--- config.mk ---
export PLATFORM = sky130hd
export DESIGN_NAME = rsa_cfg_regs_flat
export DESIGN_NICKNAME = d
export VERILOG_FILES = /design/src/design/rsa_arith_pkg.sv /design/src/design/rsa_reg_pkg.sv /design/src/design/rsa_op_if.sv /design/src/design/rsa_cfg_regs.sv /design/src/flat_wrapper.sv
export SDC_FILE = /design/constraint.sdc
export NUM_CORES = 2
export LEC_CHECK = 0
export BUFFER_PORTS_ARGS = -buffer_cell sky130_fd_sc_hd__buf_2
export CAP_MARGIN = 25
export CORE_AREA = 4 4 429 431
export DETAILED_ROUTE_END_ITERATION = 10
export DIE_AREA = 0 0 433 435
export PLACE_DENSITY_LB_ADDON = 0.1
export SLEW_MARGIN = 20
export SYNTH_ARGS = -nofsm -noshare
export SYNTH_HDL_FRONTEND = slang
export SYNTH_SLANG_ARGS = --single-unit
export TNS_END_PERCENT = 1
--- constraint.sdc ---
create_clock -name i_clk -period 40.7 [get_ports i_clk]
set_input_delay 4.07 -clock i_clk [delete_from_list [all_inputs] [get_ports i_clk]]
set_output_delay 4.07 -clock i_clk [all_outputs]
set_load 0.05 [all_outputs]
--- src/design/rsa_arith_pkg.sv ---
`default_nettype none

package rsa_arith_pkg;

    // operand width of the whole datapath
    localparam int RSA_WIDTH = 256;

    // bit counter, wide enough to count up to RSA_WIDTH
    localparam int CNT_W = 9;

    // modulus, exponent, message and every intermediate
    typedef logic [RSA_WIDTH-1:0] rsa_word;

    // one extra bit so the multiplier can hold 2^256
    typedef logic [RSA_WIDTH:0] rsa_wide;

endpackage

`default_nettype wire

--- src/design/rsa_reg_pkg.sv ---
`default_nettype none

package rsa_reg_pkg;

    // host bus geometry
    localparam int BUS_DW = 32;
    localparam int BUS_AW = 6;

    // 32-bit words per 256-bit operand
    localparam int WORDS  = 8;
    localparam int WSEL_W = $clog2(WORDS);

    // operand bases, word 0 is the least significant word
    localparam logic [BUS_AW-1:0] ADDR_N    = 6'd0;
    localparam logic [BUS_AW-1:0] ADDR_D    = 6'd8;
    localparam logic [BUS_AW-1:0] ADDR_Y    = 6'd16;
    localparam logic [BUS_AW-1:0] ADDR_RES  = 6'd24;

    // single-word control and status
    localparam logic [BUS_AW-1:0] ADDR_CTRL = 6'd32;
    localparam logic [BUS_AW-1:0] ADDR_STAT = 6'd33;

    localparam int CTRL_START_BIT = 0;
    localparam int STAT_BUSY_BIT  = 0;
    localparam int STAT_DONE_BIT  = 1;

endpackage

`default_nettype wire

--- src/design/rsa_op_if.sv ---
`timescale 1ns/1ps
`default_nettype none

interface rsa_op_if;

    // operands, held by the register block
    rsa_arith_pkg::rsa_word n;
    rsa_arith_pkg::rsa_word d;
    rsa_arith_pkg::rsa_word y;

    // one-cycle launch pulse
    logic start;

    // engine status
    logic busy;
    logic done;

    // y^d mod N, stable from done until the next start
    rsa_arith_pkg::rsa_word result;

    modport cfg (
        output n, d, y, start,
        input  busy, done, result
    );

    modport engine (
        input  n, d, y, start,
        output busy, done, result
    );

endinterface

`default_nettype wire

--- src/design/rsa_cfg_regs.sv ---
`timescale 1ns/1ps
`default_nettype none

module rsa_cfg_regs (
    input  logic                           i_clk,
    input  logic                           i_rst,
    input  logic                           i_req,
    input  logic                           i_we,
    input  logic [rsa_reg_pkg::BUS_AW-1:0] i_addr,
    input  logic [rsa_reg_pkg::BUS_DW-1:0] i_wdata,
    output logic                           o_ack,
    output logic [rsa_reg_pkg::BUS_DW-1:0] o_rdata,
    rsa_op_if.cfg                          op
);

    rsa_arith_pkg::rsa_word         n_r;
    rsa_arith_pkg::rsa_word         d_r;
    rsa_arith_pkg::rsa_word         y_r;
    rsa_arith_pkg::rsa_word         res_r;
    logic                           start_r;
    logic                           done_bit;
    logic                           access;
    logic                           idle;
    logic [rsa_reg_pkg::WSEL_W-1:0] wsel;
    logic [rsa_reg_pkg::BUS_AW-1:0] base;
    logic [rsa_reg_pkg::BUS_DW-1:0] rd_word;

    // a new transaction is a request not yet acknowledged
    assign access = i_req && !o_ack;
    assign idle   = !op.busy;

    // word within an operand and the operand base address
    assign wsel = i_addr[rsa_reg_pkg::WSEL_W-1:0];
    assign base = {i_addr[rsa_reg_pkg::BUS_AW-1:rsa_reg_pkg::WSEL_W],
                   {rsa_reg_pkg::WSEL_W{1'b0}}};

    always_comb begin
        rd_word = '0;
        case (base)
            rsa_reg_pkg::ADDR_N:   rd_word = n_r[wsel*rsa_reg_pkg::BUS_DW +: rsa_reg_pkg::BUS_DW];
            rsa_reg_pkg::ADDR_D:   rd_word = d_r[wsel*rsa_reg_pkg::BUS_DW +: rsa_reg_pkg::BUS_DW];
            rsa_reg_pkg::ADDR_Y:   rd_word = y_r[wsel*rsa_reg_pkg::BUS_DW +: rsa_reg_pkg::BUS_DW];
            rsa_reg_pkg::ADDR_RES: rd_word = res_r[wsel*rsa_reg_pkg::BUS_DW +: rsa_reg_pkg::BUS_DW];
            default: begin
                // control reads back zero since start is a pulse
                if (i_addr == rsa_reg_pkg::ADDR_STAT) begin
                    rd_word[rsa_reg_pkg::STAT_BUSY_BIT] = op.busy;
                    rd_word[rsa_reg_pkg::STAT_DONE_BIT] = done_bit;
                end
            end
        endcase
    end

    always_ff @(posedge i_clk or posedge i_rst) begin
        if (i_rst) begin
            o_ack    <= 1'b0;
            o_rdata  <= '0;
            n_r      <= '0;
            d_r      <= '0;
            y_r      <= '0;
            res_r    <= '0;
            start_r  <= 1'b0;
            done_bit <= 1'b0;
        end else begin
            // ack follows req one cycle later in both directions
            o_ack   <= i_req;
            start_r <= 1'b0;
            if (start_r) begin
                done_bit <= 1'b0;
            end else if (op.done) begin
                done_bit <= 1'b1;
            end
            if (op.done) begin
                res_r <= op.result;
            end
            if (access) begin
                o_rdata <= rd_word;
                // operand and start writes only land while the engine is idle
                if (i_we && idle) begin
                    case (base)
                        rsa_reg_pkg::ADDR_N:
                            n_r[wsel*rsa_reg_pkg::BUS_DW +: rsa_reg_pkg::BUS_DW] <= i_wdata;
                        rsa_reg_pkg::ADDR_D:
                            d_r[wsel*rsa_reg_pkg::BUS_DW +: rsa_reg_pkg::BUS_DW] <= i_wdata;
                        rsa_reg_pkg::ADDR_Y:
                            y_r[wsel*rsa_reg_pkg::BUS_DW +: rsa_reg_pkg::BUS_DW] <= i_wdata;
                        default:
                            start_r <= (i_addr == rsa_reg_pkg::ADDR_CTRL) &&
                                       i_wdata[rsa_reg_pkg::CTRL_START_BIT];
                    endcase
                end
            end
        end
    end

    assign op.n     = n_r;
    assign op.d     = d_r;
    assign op.y     = y_r;
    assign op.start = start_r;

    ack_needs_req: assert property (@(posedge i_clk) disable iff (i_rst)
        (!i_req && !o_ack) |=> !o_ack);

endmodule

`default_nettype wire

--- src/flat_wrapper.sv ---
// flat-port wrapper written by rule: the top's interface ports become plain ports
module rsa_cfg_regs_flat 
  (i_clk, i_rst, i_req, i_we, i_addr, i_wdata, o_ack, o_rdata, op_n, op_d, op_y, op_start, op_busy, op_done, op_result);
  rsa_op_if op_i ();
  input  logic i_clk;
  input  logic i_rst;
  input  logic i_req;
  input  logic i_we;
  input  logic [rsa_reg_pkg::BUS_AW-1:0] i_addr;
  input  logic [rsa_reg_pkg::BUS_DW-1:0] i_wdata;
  output logic o_ack;
  output logic [rsa_reg_pkg::BUS_DW-1:0] o_rdata;
  output wire logic [$bits(op_i.n)-1:0] op_n;
  output wire logic [$bits(op_i.d)-1:0] op_d;
  output wire logic [$bits(op_i.y)-1:0] op_y;
  output wire logic [$bits(op_i.start)-1:0] op_start;
  input wire logic [$bits(op_i.busy)-1:0] op_busy;
  input wire logic [$bits(op_i.done)-1:0] op_done;
  input wire logic [$bits(op_i.result)-1:0] op_result;
  assign op_n = op_i.n;
  assign op_d = op_i.d;
  assign op_y = op_i.y;
  assign op_start = op_i.start;
  assign op_i.busy = op_busy;
  assign op_i.done = op_done;
  assign op_i.result = op_result;
  rsa_cfg_regs u_core (.i_clk(i_clk), .i_rst(i_rst), .i_req(i_req), .i_we(i_we), .i_addr(i_addr), .i_wdata(i_wdata), .o_ack(o_ack), .o_rdata(o_rdata), .op(op_i));
endmodule
==> run metrics <==
status=complete, no violations; Crit. End Element=asynchronous set/reset pin; Worst EP required=41.51 ns; global-route wire length before repair=~330 mm; placeable core region=0.180 mm²; worst slack at placement=31.73 ns; clock insertion delay at the later pin of the skew report=roughly 0.81 ns; CP Cell Sequence=buf_2 -> inv_8 -> buf_4 -> buf_4 -> buf_4 -> buf_4 -> buf_12; worst hold-check slack=about 0.47 ns; post-layout instance area=~0.061 mm²; post-synthesis sequential element count=1,059; final weighted congestion in routability-driven placement=about 0.86; HPWL after detailed placement=between 150 and 200 mm; least setup slack across all paths after layout=around 33 ns; TritonCTS clock tree=done; clk buf depth=3; sort of element at the start of the critical path=primary input; Tot GR Track Use=roughly 26%; WP data arrival=8.64 ns; total design power=approximately 0.0026 W; horizontal die dimension=between 400 and 500 µm; clock slew seen by the registers of the worst setup and hold paths=around 0.060 ns; Residual DRC=0; count of input and output buffers=~1,100; Max-cap violations=0; CP max FO=130; standard-cell row count=around 160; share of final-layout standard cells stronger than drive strength 1=between 60% and 70%; Cells after Synth=roughly 3,000; H-Tree Level Count=4; # setup viols final=0; number of warnings printed during yosys synthesis=0; antenna violations before repair=20; number of antenna-violating nets in the routed design=0; routed vias=about 34,000; highest-delay cell along the critical path=sky130_fd_sc_hd__buf_4; effective utilization at floorplan=about a quarter; count of flip-flops with a built-in enable after synthesis=0; pin count of the biggest net entering global routing=142; area taken by flip-flops and latches=approximately 0.027 mm²; Synth Net Count=approximately 3,300; portion of the post-synthesis area used by sequential elements=roughly 56%; Pwr per Cell Area=42.0 mW/mm²; setup bufs post-CTS=0; GRT Residual Overflow=0; Worst Hold Depth=1; overall die area=about 0.19 mm²; most used flip-flop cell after synthesis=sky130_fd_sc_hd__dfrtp_1; Netlist cell types=37; overall die height=~440 µm; maximum clock frequency=around 130 MHz; static power due to leakage=approximately 31 nW; Routed WL=between 200 and 250 mm; post_cts resized=0; Critical Path Max Stage Delay=around 0.86 ns; total negative slack=0 ns; path class of the lowest-slack min-delay path=flop to flop; average instance area after synthesis=~16 µm²; routed wire length per instance=roughly 38 µm; number of sinks handled by clock tree synthesis=between 1,000 and 1,500; unrepaired setup endpoints after global routing=no; category of the most critical setup path=primary input to asynchronous set/reset pin; total of fill cells in the finished design=18,000; total area of multi-input combinational cells=0.0204 mm²; Num CTS Buffers=135; actual slew at the worst max-slew pin=approximately 1.1 ns; Root Buffer=sky130_fd_sc_hd__clkbuf_16; time the worst path needs with I/O delays and setup=approximately 7.8 ns; IR drop worst, VDD=0.0000290 V; Layout Nets=4,387; area growth from synthesis to layout=27.6%; worst relative slew slack=25.0%; cell area after synthesis=between 0.04 and 0.05 mm²; Via density=about 5; area after detailed placement=between 0.05 and 0.06 mm²; post-route fraction of the period consumed by the critical path=between 10% and 20%; worst-case reg-to-reg path depth=4; drt initial violations=~2,100; clock tree skew after final layout=0.0316 ns; most repeated library cell on the critical path=sky130_fd_sc_hd__buf_4; hold violation count in the final report=0; via count of the first global-routing pass=35,400; number of pins exceeding their max-slew limit in the final report=0; first-pass iteration count of the detailed router=5; number of top-level design ports=between 1,000 and 1,500; fraction of registers with async set/reset=100%; hold_buf cts=0
## power breakdown
| part | switching [W] | internal, W |
|---|---|---|
| Clock | 0.000498 | 0.000728 |
| Combinational | 0.000139 | 0.0000786 |
| Sequential | 0.0000219 | 0.00109 |
| Total | 0.000658 | 0.00189 |
## per-stage QoR
step                std cells  util (%)
floorplan                2990         -
global placement         6302      31.0
detailed placement       6310      31.2
CTS                      6544      33.6
global route             6553      33.7
finish                   6554      33.7
## cell families (layout without fill, tap and decap cells)
kind of cell               after synthesis  after routing  share of synthesized area, %
and+or+nand+nor                        254            254                          2.98
DFF                                   1059           1059                          55.7
adders and majority gates                6              6                         0.158
muxes                                 1280           1280                          36.3
other                                    0              6                             0
AOI/OAI and AO/OA                      161            161                          2.62
buffers and inverters                  230           1418                          2.20
## layer usage
metal	global-route usage [%]	wire length [µm]	part of all wire, %
met3	5.39	13800	5.6
met2	45.1	126000	51
met1	31.1	96900	39
met4	10.8	11800	4.7
met5	0	0	0
## final cells by class
| cell class | count | area share [%] |
|---|---|---|
| clock inverter | 40 | 0.791 |
| clock buffer | 194 | 6.55 |
| tap | 2370 | 4.88 |
| sequential | 1059 | 43.7 |
| multi-input combinational | 1701 | 33.5 |
| timing repair buffer | 1180 | 10.5 |
| inverter | 4 | 0.0371 |
| antenna | 6 | 0.0247 |
## state kept, by name, indices dropped and copies added, names as in the netlist
name,cells
u_core.op.d,256
u_core.op.n,256
u_core.op.y,256
u_core.res_r,256
u_core.o_rdata,32
u_core.done_bit,1
u_core.o_ack,1
u_core.op.start,1
## synth_stat cells (2+ instances only)
cell                       instances  share of area, %
sky130_fd_sc_hd__dfrtp_1        1059                56
sky130_fd_sc_hd__mux2_2         1013                24
sky130_fd_sc_hd__mux4_2          256                12
sky130_fd_sc_hd__a22oi_1         128               2.0
sky130_fd_sc_hd__clkbuf_1        106              0.84
sky130_fd_sc_hd__nor2_1          106              0.84
sky130_fd_sc_hd__buf_2            93              0.98
sky130_fd_sc_hd__nand2b_1         35              0.46
sky130_fd_sc_hd__nor2b_1          34              0.45
sky130_fd_sc_hd__nand4_1          33              0.43
sky130_fd_sc_hd__a22o_1           30              0.55
sky130_fd_sc_hd__buf_4            13              0.21
sky130_fd_sc_hd__nand3_1          12              0.13
sky130_fd_sc_hd__mux2_1           11              0.26
sky130_fd_sc_hd__and3_1            8              0.11
sky130_fd_sc_hd__buf_1             8             0.063
sky130_fd_sc_hd__ha_1              6              0.16
sky130_fd_sc_hd__nand2_1           5             0.039
sky130_fd_sc_hd__clkbuf_2          4             0.042
sky130_fd_sc_hd__inv_1             4             0.032
sky130_fd_sc_hd__nor4b_2           3             0.095
sky130_fd_sc_hd__nor4bb_1          3             0.063
sky130_fd_sc_hd__a221o_1           2             0.042
sky130_fd_sc_hd__and4b_1           2             0.042
sky130_fd_sc_hd__buf_6             2             0.047
sky130_fd_sc_hd__nor3_1            2             0.021
sky130_fd_sc_hd__nor4_2            2             0.053
## cell usage in the layout (no fill, tap or decap), types with 6 or more instances in the layout
| master | count |
|---|---|
| sky130_fd_sc_hd__clkinv_2 | 17 |
| sky130_fd_sc_hd__buf_12 | 7 |
| sky130_fd_sc_hd__dfrtp_1 | 1059 |
| sky130_fd_sc_hd__buf_16 | 8 |
| sky130_fd_sc_hd__a22o_1 | 30 |
| sky130_fd_sc_hd__buf_2 | 1098 |
| sky130_fd_sc_hd__clkbuf_1 | 26 |
| sky130_fd_sc_hd__bufinv_16 | 8 |
| sky130_fd_sc_hd__buf_4 | 64 |
| sky130_fd_sc_hd__nor2b_1 | 33 |
| sky130_fd_sc_hd__nand4_1 | 33 |
| sky130_fd_sc_hd__mux2_1 | 11 |
| sky130_fd_sc_hd__and3_4 | 7 |
| sky130_fd_sc_hd__mux4_2 | 256 |
| sky130_fd_sc_hd__mux2_2 | 1013 |
| sky130_fd_sc_hd__nand3_4 | 9 |
| sky130_fd_sc_hd__nor2_1 | 104 |
| sky130_fd_sc_hd__nand2b_1 | 32 |
| sky130_fd_sc_hd__clkbuf_16 | 139 |
| sky130_fd_sc_hd__a22oi_1 | 128 |
| sky130_fd_sc_hd__diode_2 | 6 |
| sky130_fd_sc_hd__clkbuf_8 | 29 |
## worst paths after layout
check | slack [ns] | startpoint | end
worst max-delay path | 32.87 | i_rst | u_core.op.y[43]
worst min-delay path | 0.47 | u_core.op.start | u_core.done_bit
worst max register to register | 37.35 | u_core.o_ack | u_core.op.y[81]
worst min register to register | 0.47 | u_core.op.start | u_core.done_bit
max in group i_clk | 33.43 | i_addr[0] | u_core.o_rdata[24]
min in group asynchronous | 3.38 | i_rst | u_core.res_r[232]
## critical path: cells and delay by family
kind                   cells  cell delay (ns)
buffers and inverters      7             4.25
Note: power is estimated with default switching activity, not from simulation.
